===== src/verilog/ex_pkg.sv =====
// shared widths and operation encodings, imported by every RTL module of the execute subsystem
package ex_pkg;

  // data and address width
  localparam int xlen = 32;

  // register index width
  localparam int reg_addr_w = 5;

  // alu operation codes
  localparam int alu_op_w = 4;
  localparam logic [alu_op_w-1:0] alu_add    = 4'd0;
  localparam logic [alu_op_w-1:0] alu_sub    = 4'd1;
  localparam logic [alu_op_w-1:0] alu_and    = 4'd2;
  localparam logic [alu_op_w-1:0] alu_or     = 4'd3;
  localparam logic [alu_op_w-1:0] alu_xor    = 4'd4;
  localparam logic [alu_op_w-1:0] alu_sll    = 4'd5;
  localparam logic [alu_op_w-1:0] alu_srl    = 4'd6;
  localparam logic [alu_op_w-1:0] alu_sra    = 4'd7;
  localparam logic [alu_op_w-1:0] alu_slt    = 4'd8;
  localparam logic [alu_op_w-1:0] alu_sltu   = 4'd9;
  // lui style, result is operand b
  localparam logic [alu_op_w-1:0] alu_pass_b = 4'd10;

  // branch and jump codes
  localparam int br_op_w = 3;
  localparam logic [br_op_w-1:0] br_none = 3'd0;
  localparam logic [br_op_w-1:0] br_beq  = 3'd1;
  localparam logic [br_op_w-1:0] br_bne  = 3'd2;
  localparam logic [br_op_w-1:0] br_blt  = 3'd3;
  localparam logic [br_op_w-1:0] br_bge  = 3'd4;
  localparam logic [br_op_w-1:0] br_jal  = 3'd5;
  localparam logic [br_op_w-1:0] br_jalr = 3'd6;

  // bytes per instruction, link offset
  localparam int inst_len = 4;

endpackage

===== src/verilog/ex_top.sv =====
// top of the execute subsystem, wires execute, retire and the register file together
`timescale 1ns/10ps

module ex_top (
  input  logic                          clk,
  input  logic                          rst,
  // issue port
  input  logic                          in_valid,
  input  logic [ex_pkg::xlen-1:0]       in_pc,
  input  logic [ex_pkg::alu_op_w-1:0]   in_alu_op,
  input  logic [ex_pkg::br_op_w-1:0]    in_br_op,
  input  logic [ex_pkg::reg_addr_w-1:0] in_rs1,
  input  logic [ex_pkg::reg_addr_w-1:0] in_rs2,
  input  logic                          in_use_rs1,
  input  logic                          in_use_rs2,
  input  logic [ex_pkg::xlen-1:0]       in_imm,
  input  logic [ex_pkg::reg_addr_w-1:0] in_rd,
  input  logic                          in_rd_wen,
  output logic                          ex_allowin,
  // retire port
  output logic                          retire_valid,
  output logic [ex_pkg::xlen-1:0]       retire_pc,
  output logic [ex_pkg::reg_addr_w-1:0] retire_rd,
  output logic                          retire_wen,
  output logic [ex_pkg::xlen-1:0]       retire_data,
  input  logic                          retire_ready,
  // redirect
  output logic                          redirect_valid,
  output logic [ex_pkg::xlen-1:0]       redirect_pc
);
  import ex_pkg::*;

  logic [reg_addr_w-1:0] rs1_addr;
  logic [reg_addr_w-1:0] rs2_addr;
  logic [xlen-1:0]       rs1_data;
  logic [xlen-1:0]       rs2_data;

  logic                  ex_to_rt_valid;
  logic [xlen-1:0]       ex_to_rt_pc;
  logic [reg_addr_w-1:0] ex_to_rt_rd;
  logic                  ex_to_rt_wen;
  logic [xlen-1:0]       ex_to_rt_data;
  logic                  rt_allowin;

  logic                  rf_wen;
  logic [reg_addr_w-1:0] rf_waddr;
  logic [xlen-1:0]       rf_wdata;

  logic                  fwd_valid;
  logic [reg_addr_w-1:0] fwd_rd;
  logic [xlen-1:0]       fwd_data;

  reg_file u_reg_file (
    .clk    (clk),
    .rst    (rst),
    .raddr1 (rs1_addr),
    .raddr2 (rs2_addr),
    .rdata1 (rs1_data),
    .rdata2 (rs2_data),
    .wen    (rf_wen),
    .waddr  (rf_waddr),
    .wdata  (rf_wdata)
  );

  ex_stage u_ex_stage (
    .clk            (clk),
    .rst            (rst),
    .in_valid       (in_valid),
    .in_pc          (in_pc),
    .in_alu_op      (in_alu_op),
    .in_br_op       (in_br_op),
    .in_rs1         (in_rs1),
    .in_rs2         (in_rs2),
    .in_use_rs1     (in_use_rs1),
    .in_use_rs2     (in_use_rs2),
    .in_imm         (in_imm),
    .in_rd          (in_rd),
    .in_rd_wen      (in_rd_wen),
    .ex_allowin     (ex_allowin),
    .rs1_addr       (rs1_addr),
    .rs2_addr       (rs2_addr),
    .rs1_data       (rs1_data),
    .rs2_data       (rs2_data),
    .fwd_valid      (fwd_valid),
    .fwd_rd         (fwd_rd),
    .fwd_data       (fwd_data),
    .ex_to_rt_valid (ex_to_rt_valid),
    .ex_to_rt_pc    (ex_to_rt_pc),
    .ex_to_rt_rd    (ex_to_rt_rd),
    .ex_to_rt_wen   (ex_to_rt_wen),
    .ex_to_rt_data  (ex_to_rt_data),
    .rt_allowin     (rt_allowin),
    .redirect_valid (redirect_valid),
    .redirect_pc    (redirect_pc)
  );

  retire_stage u_retire_stage (
    .clk            (clk),
    .rst            (rst),
    .ex_to_rt_valid (ex_to_rt_valid),
    .ex_to_rt_pc    (ex_to_rt_pc),
    .ex_to_rt_rd    (ex_to_rt_rd),
    .ex_to_rt_wen   (ex_to_rt_wen),
    .ex_to_rt_data  (ex_to_rt_data),
    .rt_allowin     (rt_allowin),
    .retire_valid   (retire_valid),
    .retire_pc      (retire_pc),
    .retire_rd      (retire_rd),
    .retire_wen     (retire_wen),
    .retire_data    (retire_data),
    .retire_ready   (retire_ready),
    .rf_wen         (rf_wen),
    .rf_waddr       (rf_waddr),
    .rf_wdata       (rf_wdata),
    .fwd_valid      (fwd_valid),
    .fwd_rd         (fwd_rd),
    .fwd_data       (fwd_data)
  );

endmodule


===== src/verilog/retire_stage.sv =====
// retire buffer between execute and the outside, drives the register write and the bypass
`timescale 1ns/10ps

module retire_stage (
  input  logic                          clk,
  input  logic                          rst,
  // from execute
  input  logic                          ex_to_rt_valid,
  input  logic [ex_pkg::xlen-1:0]       ex_to_rt_pc,
  input  logic [ex_pkg::reg_addr_w-1:0] ex_to_rt_rd,
  input  logic                          ex_to_rt_wen,
  input  logic [ex_pkg::xlen-1:0]       ex_to_rt_data,
  output logic                          rt_allowin,
  // retire port
  output logic                          retire_valid,
  output logic [ex_pkg::xlen-1:0]       retire_pc,
  output logic [ex_pkg::reg_addr_w-1:0] retire_rd,
  output logic                          retire_wen,
  output logic [ex_pkg::xlen-1:0]       retire_data,
  input  logic                          retire_ready,
  // register file write
  output logic                          rf_wen,
  output logic [ex_pkg::reg_addr_w-1:0] rf_waddr,
  output logic [ex_pkg::xlen-1:0]       rf_wdata,
  // bypass to execute
  output logic                          fwd_valid,
  output logic [ex_pkg::reg_addr_w-1:0] fwd_rd,
  output logic [ex_pkg::xlen-1:0]       fwd_data
);

  logic rt_valid;

  assign rt_allowin = !rt_valid || retire_ready;

  always_ff @(posedge clk) begin
    if (rst) begin
      rt_valid <= 1'b0;
    end else if (rt_allowin) begin
      rt_valid <= ex_to_rt_valid;
    end
  end

  always_ff @(posedge clk) begin
    if (ex_to_rt_valid && rt_allowin) begin
      retire_pc   <= ex_to_rt_pc;
      retire_rd   <= ex_to_rt_rd;
      retire_wen  <= ex_to_rt_wen;
      retire_data <= ex_to_rt_data;
    end
  end

  assign retire_valid = rt_valid;

  // write happens on the same edge the instruction leaves
  assign rf_wen   = rt_valid && retire_ready && retire_wen;
  assign rf_waddr = retire_rd;
  assign rf_wdata = retire_data;

  // bypass stays live for the whole stall
  assign fwd_valid = rt_valid && retire_wen;
  assign fwd_rd    = retire_rd;
  assign fwd_data  = retire_data;

  a_stall_stable: assert property (@(posedge clk) disable iff (rst)
    (retire_valid && !retire_ready) |=>
      (retire_valid && $stable(retire_pc) && $stable(retire_rd) &&
       $stable(retire_wen) && $stable(retire_data)))
    else $error("retire_stage: outputs changed while stalled");

endmodule


===== src/verilog/ex_stage.sv =====
// execute pipeline stage, holds one issued instruction and computes its result and redirect
`timescale 1ns/10ps

module ex_stage (
  input  logic                          clk,
  input  logic                          rst,
  // issue side
  input  logic                          in_valid,
  input  logic [ex_pkg::xlen-1:0]       in_pc,
  input  logic [ex_pkg::alu_op_w-1:0]   in_alu_op,
  input  logic [ex_pkg::br_op_w-1:0]    in_br_op,
  input  logic [ex_pkg::reg_addr_w-1:0] in_rs1,
  input  logic [ex_pkg::reg_addr_w-1:0] in_rs2,
  input  logic                          in_use_rs1,
  input  logic                          in_use_rs2,
  input  logic [ex_pkg::xlen-1:0]       in_imm,
  input  logic [ex_pkg::reg_addr_w-1:0] in_rd,
  input  logic                          in_rd_wen,
  output logic                          ex_allowin,
  // register file reads
  output logic [ex_pkg::reg_addr_w-1:0] rs1_addr,
  output logic [ex_pkg::reg_addr_w-1:0] rs2_addr,
  input  logic [ex_pkg::xlen-1:0]       rs1_data,
  input  logic [ex_pkg::xlen-1:0]       rs2_data,
  // bypass from retire
  input  logic                          fwd_valid,
  input  logic [ex_pkg::reg_addr_w-1:0] fwd_rd,
  input  logic [ex_pkg::xlen-1:0]       fwd_data,
  // to retire
  output logic                          ex_to_rt_valid,
  output logic [ex_pkg::xlen-1:0]       ex_to_rt_pc,
  output logic [ex_pkg::reg_addr_w-1:0] ex_to_rt_rd,
  output logic                          ex_to_rt_wen,
  output logic [ex_pkg::xlen-1:0]       ex_to_rt_data,
  input  logic                          rt_allowin,
  // fetch redirect
  output logic                          redirect_valid,
  output logic [ex_pkg::xlen-1:0]       redirect_pc
);
  import ex_pkg::*;

  logic                  ex_valid;
  logic [xlen-1:0]       pc_q;
  logic [alu_op_w-1:0]   alu_op_q;
  logic [br_op_w-1:0]    br_op_q;
  logic [reg_addr_w-1:0] rs1_q;
  logic [reg_addr_w-1:0] rs2_q;
  logic                  use_rs1_q;
  logic                  use_rs2_q;
  logic [xlen-1:0]       imm_q;
  logic [reg_addr_w-1:0] rd_q;
  logic                  rd_wen_q;

  logic [xlen-1:0] rs1_val;
  logic [xlen-1:0] rs2_val;
  logic [xlen-1:0] op_a;
  logic [xlen-1:0] op_b;
  logic [xlen-1:0] alu_result;
  logic            br_taken;
  logic [xlen-1:0] br_target;
  logic            is_jump;

  // single cycle stage, ready_go is always true
  assign ex_allowin = !ex_valid || rt_allowin;

  always_ff @(posedge clk) begin
    if (rst) begin
      ex_valid <= 1'b0;
    end else if (ex_allowin) begin
      ex_valid <= in_valid;
    end
  end

  always_ff @(posedge clk) begin
    if (in_valid && ex_allowin) begin
      pc_q      <= in_pc;
      alu_op_q  <= in_alu_op;
      br_op_q   <= in_br_op;
      rs1_q     <= in_rs1;
      rs2_q     <= in_rs2;
      use_rs1_q <= in_use_rs1;
      use_rs2_q <= in_use_rs2;
      imm_q     <= in_imm;
      rd_q      <= in_rd;
      rd_wen_q  <= in_rd_wen;
    end
  end

  assign rs1_addr = rs1_q;
  assign rs2_addr = rs2_q;

  ex_forward u_forward (
    .rs1_addr  (rs1_q),
    .rs2_addr  (rs2_q),
    .rs1_data  (rs1_data),
    .rs2_data  (rs2_data),
    .fwd_valid (fwd_valid),
    .fwd_rd    (fwd_rd),
    .fwd_data  (fwd_data),
    .rs1_val   (rs1_val),
    .rs2_val   (rs2_val)
  );

  // auipc style ops take the pc as operand a
  assign op_a = use_rs1_q ? rs1_val : pc_q;
  assign op_b = use_rs2_q ? rs2_val : imm_q;

  ex_alu u_alu (
    .op_a   (op_a),
    .op_b   (op_b),
    .alu_op (alu_op_q),
    .result (alu_result)
  );

  ex_branch u_branch (
    .br_op   (br_op_q),
    .pc      (pc_q),
    .rs1_val (rs1_val),
    .rs2_val (rs2_val),
    .imm     (imm_q),
    .taken   (br_taken),
    .target  (br_target)
  );

  // jumps write the link address instead of the alu result
  assign is_jump = (br_op_q == br_jal) || (br_op_q == br_jalr);

  assign ex_to_rt_valid = ex_valid;
  assign ex_to_rt_pc    = pc_q;
  assign ex_to_rt_rd    = rd_q;
  assign ex_to_rt_wen   = rd_wen_q;
  assign ex_to_rt_data  = is_jump ? pc_q + xlen'(inst_len) : alu_result;

  // strobe on the handover edge only, so one pulse per taken branch
  assign redirect_valid = ex_valid && br_taken && rt_allowin;
  assign redirect_pc    = br_target;

  // a blocked full stage keeps its instruction over the next edge
  a_hold_when_blocked: assert property (@(posedge clk) disable iff (rst)
    (ex_valid && !rt_allowin) |=> (ex_valid && $stable(pc_q) && $stable(rd_q)))
    else $error("ex_stage: instruction replaced while blocked");

  // only a valid branch or jump may redirect
  a_redirect_valid: assert property (@(posedge clk) disable iff (rst)
    redirect_valid |-> (ex_valid && (br_op_q != br_none)))
    else $error("ex_stage: redirect without a valid branch");

endmodule


===== src/verilog/ex_branch.sv =====
// branch resolution, decides taken and computes the redirect target
`timescale 1ns/10ps

module ex_branch (
  input  logic [ex_pkg::br_op_w-1:0] br_op,
  input  logic [ex_pkg::xlen-1:0]    pc,
  input  logic [ex_pkg::xlen-1:0]    rs1_val,
  input  logic [ex_pkg::xlen-1:0]    rs2_val,
  input  logic [ex_pkg::xlen-1:0]    imm,
  output logic                       taken,
  output logic [ex_pkg::xlen-1:0]    target
);
  import ex_pkg::*;

  logic            eq;
  logic            lt;
  logic [xlen-1:0] jalr_sum;

  assign eq       = rs1_val == rs2_val;
  assign lt       = $signed(rs1_val) < $signed(rs2_val);
  assign jalr_sum = rs1_val + imm;

  always_comb begin
    case (br_op)
      br_beq:  taken = eq;
      br_bne:  taken = !eq;
      br_blt:  taken = lt;
      br_bge:  taken = !lt;
      br_jal,
      br_jalr: taken = 1'b1;
      default: taken = 1'b0;
    endcase
  end

  // jalr clears bit 0 of the sum
  assign target = (br_op == br_jalr) ? {jalr_sum[xlen-1:1], 1'b0} : pc + imm;

endmodule


===== src/verilog/ex_alu.sv =====
// integer ALU of the execute stage, purely combinational
`timescale 1ns/10ps

module ex_alu (
  input  logic [ex_pkg::xlen-1:0]     op_a,
  input  logic [ex_pkg::xlen-1:0]     op_b,
  input  logic [ex_pkg::alu_op_w-1:0] alu_op,
  output logic [ex_pkg::xlen-1:0]     result
);
  import ex_pkg::*;

  logic [4:0] shamt;
  logic       lt_signed;
  logic       lt_unsigned;

  // rv32 uses the low five bits as shift amount
  assign shamt       = op_b[4:0];
  assign lt_signed   = $signed(op_a) < $signed(op_b);
  assign lt_unsigned = op_a < op_b;

  always_comb begin
    case (alu_op)
      alu_add:    result = op_a + op_b;
      alu_sub:    result = op_a - op_b;
      alu_and:    result = op_a & op_b;
      alu_or:     result = op_a | op_b;
      alu_xor:    result = op_a ^ op_b;
      alu_sll:    result = op_a << shamt;
      alu_srl:    result = op_a >> shamt;
      alu_sra:    result = $unsigned($signed(op_a) >>> shamt);
      alu_slt:    result = {{(xlen-1){1'b0}}, lt_signed};
      alu_sltu:   result = {{(xlen-1){1'b0}}, lt_unsigned};
      alu_pass_b: result = op_b;
      default:    result = '0;
    endcase
  end

  // codes above pass_b are not produced by decode
  always_comb begin
    assert ($isunknown(alu_op) || alu_op <= alu_pass_b)
      else $error("ex_alu: unknown operation code %0d", alu_op);
  end

endmodule


===== src/verilog/ex_forward.sv =====
// operand bypass for the execute stage, overrides register file reads with the retiring result
`timescale 1ns/10ps

module ex_forward (
  input  logic [ex_pkg::reg_addr_w-1:0] rs1_addr,
  input  logic [ex_pkg::reg_addr_w-1:0] rs2_addr,
  input  logic [ex_pkg::xlen-1:0]       rs1_data,
  input  logic [ex_pkg::xlen-1:0]       rs2_data,
  input  logic                          fwd_valid,
  input  logic [ex_pkg::reg_addr_w-1:0] fwd_rd,
  input  logic [ex_pkg::xlen-1:0]       fwd_data,
  output logic [ex_pkg::xlen-1:0]       rs1_val,
  output logic [ex_pkg::xlen-1:0]       rs2_val
);

  logic fwd_live;
  logic hit1;
  logic hit2;

  // x0 writes are dropped, so never bypass them
  assign fwd_live = fwd_valid && (fwd_rd != '0);

  assign hit1 = fwd_live && (fwd_rd == rs1_addr);
  assign hit2 = fwd_live && (fwd_rd == rs2_addr);

  // only one producer ahead of execute, no priority chain needed
  assign rs1_val = hit1 ? fwd_data : rs1_data;
  assign rs2_val = hit2 ? fwd_data : rs2_data;

endmodule


===== src/verilog/reg_file.sv =====
// general purpose register file, two combinational read ports and one write port from retire
`timescale 1ns/10ps

module reg_file (
  input  logic                          clk,
  input  logic                          rst,
  input  logic [ex_pkg::reg_addr_w-1:0] raddr1,
  input  logic [ex_pkg::reg_addr_w-1:0] raddr2,
  output logic [ex_pkg::xlen-1:0]       rdata1,
  output logic [ex_pkg::xlen-1:0]       rdata2,
  input  logic                          wen,
  input  logic [ex_pkg::reg_addr_w-1:0] waddr,
  input  logic [ex_pkg::xlen-1:0]       wdata
);
  import ex_pkg::*;

  localparam int num_regs = 1 << reg_addr_w;

  logic [xlen-1:0] regs [num_regs];

  always_ff @(posedge clk) begin
    if (rst) begin
      for (int i = 0; i < num_regs; i++) begin
        regs[i] <= '0;
      end
    end else if (wen && waddr != '0) begin
      // x0 never written, stays zero after reset
      regs[waddr] <= wdata;
    end
  end

  // new value visible the cycle after the write edge
  assign rdata1 = regs[raddr1];
  assign rdata2 = regs[raddr2];

endmodule


===== config.mk =====
export PLATFORM = sky130hd
export DESIGN_NAME = ex_top
export DESIGN_NICKNAME = d
export VERILOG_FILES = /design/src/verilog/ex_pkg.sv /design/src/verilog/ex_top.sv /design/src/verilog/retire_stage.sv /design/src/verilog/ex_stage.sv /design/src/verilog/ex_branch.sv /design/src/verilog/ex_alu.sv /design/src/verilog/ex_forward.sv /design/src/verilog/reg_file.sv
export SDC_FILE = /design/constraint.sdc
export NUM_CORES = 2
export LEC_CHECK = 0
export ABC_CLOCK_PERIOD_IN_PS = 11600
export BUFFER_PORTS_ARGS = -buffer_cell sky130_fd_sc_hd__clkbuf_2
export CAP_MARGIN = 25
export CORE_ASPECT_RATIO = 1.75
export CORE_MARGIN = 3
export CORE_UTILIZATION = 40
export DETAILED_ROUTE_END_ITERATION = 10
export PLACE_DENSITY = 0.6
export REMOVE_ABC_BUFFERS = 1
export SLEW_MARGIN = 20
export SYNTH_ARGS = -nofsm -noshare
export SYNTH_HDL_FRONTEND = slang
export SYNTH_SLANG_ARGS = --single-unit

===== constraint.sdc =====
create_clock -name clk -period 11.6 [get_ports clk]
set_clock_uncertainty 0.1 [all_clocks]
set_input_delay 0.58 -clock clk [delete_from_list [all_inputs] [get_ports clk]]
set_output_delay 0.58 -clock clk [all_outputs]
set_load 0.005 [all_outputs]

==> summary.md <==
| Metric | Value |
|---|---|
| Port Buffers | `197` |
| Final Hold Fails | `0` |
| Layout cells sized above 1 | `0.2102` |
| # setup viols final | `0` |
| Pwr dens | `~150 nW/um^2` |
| Worst slew pin tran | `between 1 and 1.5 ns` |
| Cell Area, Synth | `75,060 sq um` |
| FMAX | `0.1137 GHz` |
| H-tree depth | `3` |
| Gp weighted congestion | `1.152` |
| R2R Setup Slk | `2.80 ns` |
| Remaining antenna violation count | `0` |
| Synthesized netlist cell count | `6,043` |
| Die width | `333.5 um` |
| Ports | `between 150 and 200` |
| Area Overhead vs Synth | `11.33%` |
| WP depth | `21` |
| Pin count of the biggest net entering global routing | `roughly 110` |
| Post-route DRC | `0` |
| 1st-iter DRT viols | `7,523` |
| CP max stage cell | `dfxtp_4` |
| Remaining global-route overflow | `0` |
| Clock Latency Late Sink | `0.73 ns` |
| Die Span Y | `579.1 um` |
| Via count | `a little under 60,000` |
| Most common flop cell mapped by yosys | `edfxtp_1` |
| Sequential share of the synthesized area | `0.4765` |
| Clk sinks | `1,195` |
| Reg clk slew, reported paths | `0.07 ns` |
| Final setup margin | `2.803 ns` |
| Core footprint | `185,900 sq um` |
| Count leader, synth | `edfxtp_1` |
| Synth top area cells | `edfxtp_1, mux4_2, and2_1` |
| Vias in the first global route | `58,767` |
| FILL cells | `about 17,000` |
| CTS Root Cell | `clkbuf_16` |
| DR WL/cell | `40.04 um` |
| Worst Path Required | `11.98 ns` |
| Setup crit end kind | `register` |
| TritonCTS buffer count | `108` |
| Hold Path Class | `primary input to register` |
| Total track usage | `0.3573` |
| CP Capture Point | `u_retire_stage.fwd_data[29]` |
| Drt first pass iters | `8` |
| # rows | `~210` |
| Peak supply drop | `between 100 and 150 uV` |
| #FFs+latches synth | `1,195` |
| Yosys cell types | `110` |
| Most used cell, CP | `buf_4` |
| Dominant cell type by area after synthesis | `edfxtp_1` |
| Slowest Stage Delay on Critical Path | `roughly 0.9 ns` |
| Synth top area share | `0.4733` |
| PnR Total Power | `around 12 mW` |
| RR Endpoint | `u_retire_stage.fwd_data[29]` |
| Slew margin rel. | `0.1589` |
| Routed WL | `approximately 350,000 um` |
| Status | `finished clean` |
| Initial Util | `0.4037` |
| Crit-path leading delay family | `compound AO/OA/AOI/OAI gates` |
| RSZ-0062 raised after global routing | `no` |
| Final Net Count | `6,473` |
| Max Cap Viol | `0` |
| Post-DP HPWL | `235,800 um` |
| Crit-path cells | `buf_4 > buf_4 > mux4_2 > mux4_2 > mux2i_1 > a21oi_1 > mux2_2 > inv_1 > ha_1 > and3_1 > nand3_1 > a2bb2oi_1 > nand2_1 > or4b_2 > a2111oi_0 > buf_4 > nor2_1 > a31o_2 > a221oi_1 > a21oi_1 > o31a_1` |
| Hold slack | `0.1553 ns` |
| Period utilisation layout | `0.7583` |
| Synthesized area per cell | `12.42 sq um` |
| Synth cell count leaders | `edfxtp_1, and2_1, mux4_2` |
| FF-to-FF path depth | `21` |
| Util after Layout | `0.4495` |
| Fin. max-slew vios | `0` |
| FFs w/ async S/R, synth | `0` |
| Longest Clk Path Bufs | `3` |
| Post-DR vias/cell | `6.708` |
| Worst Path Arrival | `9.18 ns` |
| Initial antenna violation count | `49` |
| Place WS | `2.878 ns` |
| Die area | `193,100 sq um` |
| Type of the worst setup path | `register to register` |
| EDFF count, synth | `~1,200` |
| Global-route wire length before repair | `475,000 um` |
| Leakage power | `about 31 nW` |
| Fin crit period | `approximately 8.8 ns` |
| CTS tree | `built` |
| Buffer and inverter count on the worst path | `4` |
| Critical path startpoint category | `register` |
| Crit-path max FO | `41` |
| Synth warnings | `0` |
state kept, by name (all words and copies together) (netlist names), 3 cells and up, named ones only:
register / cells
u_reg_file.regs: 1024
u_retire_stage.fwd_data: 32
u_ex_stage.br_op_q: 3
u_ex_stage.ex_to_rt_pc: 32
u_ex_stage.rs2_addr: 5
u_retire_stage.retire_pc: 32
u_ex_stage.imm_q: 32
u_ex_stage.alu_op_q: 4
u_ex_stage.ex_to_rt_rd: 5
u_ex_stage.rs1_addr: 5
u_retire_stage.fwd_rd: 5
worst reg2reg max path, cell delays in order (launching register included):
cell and delay, ns:
dfxtp_4 0.92, buf_4 0.60, buf_4 0.79, mux4_2 0.63, mux4_2 0.54, mux2i_1 0.20
a21oi_1 0.24, mux2_2 0.37, inv_1 0.11, ha_1 0.41, and3_1 0.29, nand3_1 0.12
a2bb2oi_1 0.73, nand2_1 0.17, or4b_2 0.75, a2111oi_0 0.42, buf_4 0.21, nor2_1 0.07
a31o_2 0.27, a221oi_1 0.28, a21oi_1 0.08, o31a_1 0.25
worst min-delay path by stage:
stage / startpoint / to / cells after the start
CTS: retire_ready / u_retire_stage.retire_valid / 4
global placement: u_ex_stage.ex_to_rt_rd[0] / u_retire_stage.fwd_rd[0] / 0
finish: retire_ready / u_retire_stage.retire_valid / 4
floorplan: u_ex_stage.ex_to_rt_rd[0] / u_retire_stage.fwd_rd[0] / 0
global route: retire_ready / u_retire_stage.retire_valid / 4
detailed placement: u_ex_stage.ex_to_rt_rd[3] / u_retire_stage.fwd_rd[3] / 0
cell usage in the layout (no fill, tap or decap), drive strengths merged, types with 34 or more instances in the layout:
cell         instances
edfxtp            1183
and2               942
mux4               468
mux2i              374
clkbuf             333
nor2               297
buf                241
nand2              235
a21oi              206
ha                 194
o21ai              165
inv                147
a22oi              144
nor3               105
nand3               92
dlygate4sd3         90
a21o                62
xnor2               57
o21a                57
clkinv              53
o211ai              49
mux2                49
xor2                44
a211oi              44
or2                 43
nand4               42
a221oi              42
nor2b               39
o22ai               34
a31oi               34
power by group:
group	total, mW	internal [mW]	switching (mW)
logic	3.52	1.21	2.32
clock network	3.56	1.83	1.73
registers	5.09	4.92	0.175
total	12.2	7.95	4.23
metal layers:
| metal | vias up | part of all wire | track usage |
|---|---|---|---|
| met5 | - | 0.00049 | 0.0002474 |
| met4 | 22 | 0.12 | 0.3684 |
| met3 | 1585 | 0.093 | 0.09453 |
| met2 | 4221 | 0.49 | 0.5976 |
| met1 | 29390 | 0.30 | 0.3491 |
| li1 | 23329 | - | - |
cell type report:
cell class	instances	area, sq um	area share
well taps	2426	3035	0.03632
clock buffers	133	2869	0.03433
multi-input cells	4201	36910	0.4417
inverters	145	549.3	0.006573
diodes	32	80.08	0.0009582
flip-flops and latches	1195	35790	0.4283
clock inverters	65	456.7	0.005465
repair buffers	531	3876	0.04638
through the flow:
stage	cell area, sq um	setup TNS [ns]	std cells
final	83570	0	8728
after global routing	83490	0	8698
after CTS	83280	0	8684
after detailed placement	79060	0	8396
after global placement	78980	0	8391
after floorplan	72770	-227.40	5541
what timing repair did:
action | in CTS | in global routing
endpoints found under the hold margin | 93 | 0
buffers inserted | 0 | 0
gates resized for setup | 0 | 0
hold buffers | 90 | 0
kinds of logic after synthesis:
group                    synth area share
buffers and inverters             0.03932
multiplexers                       0.1985
AO/OA/AOI/OAI                      0.1004
other                          0.00004996
flip-flops                         0.4765
XOR/XNOR                          0.01178
adder cells (fa/ha/maj)           0.03340
AND/OR/NAND/NOR                    0.1401
(Power assumes the default switching activity.)
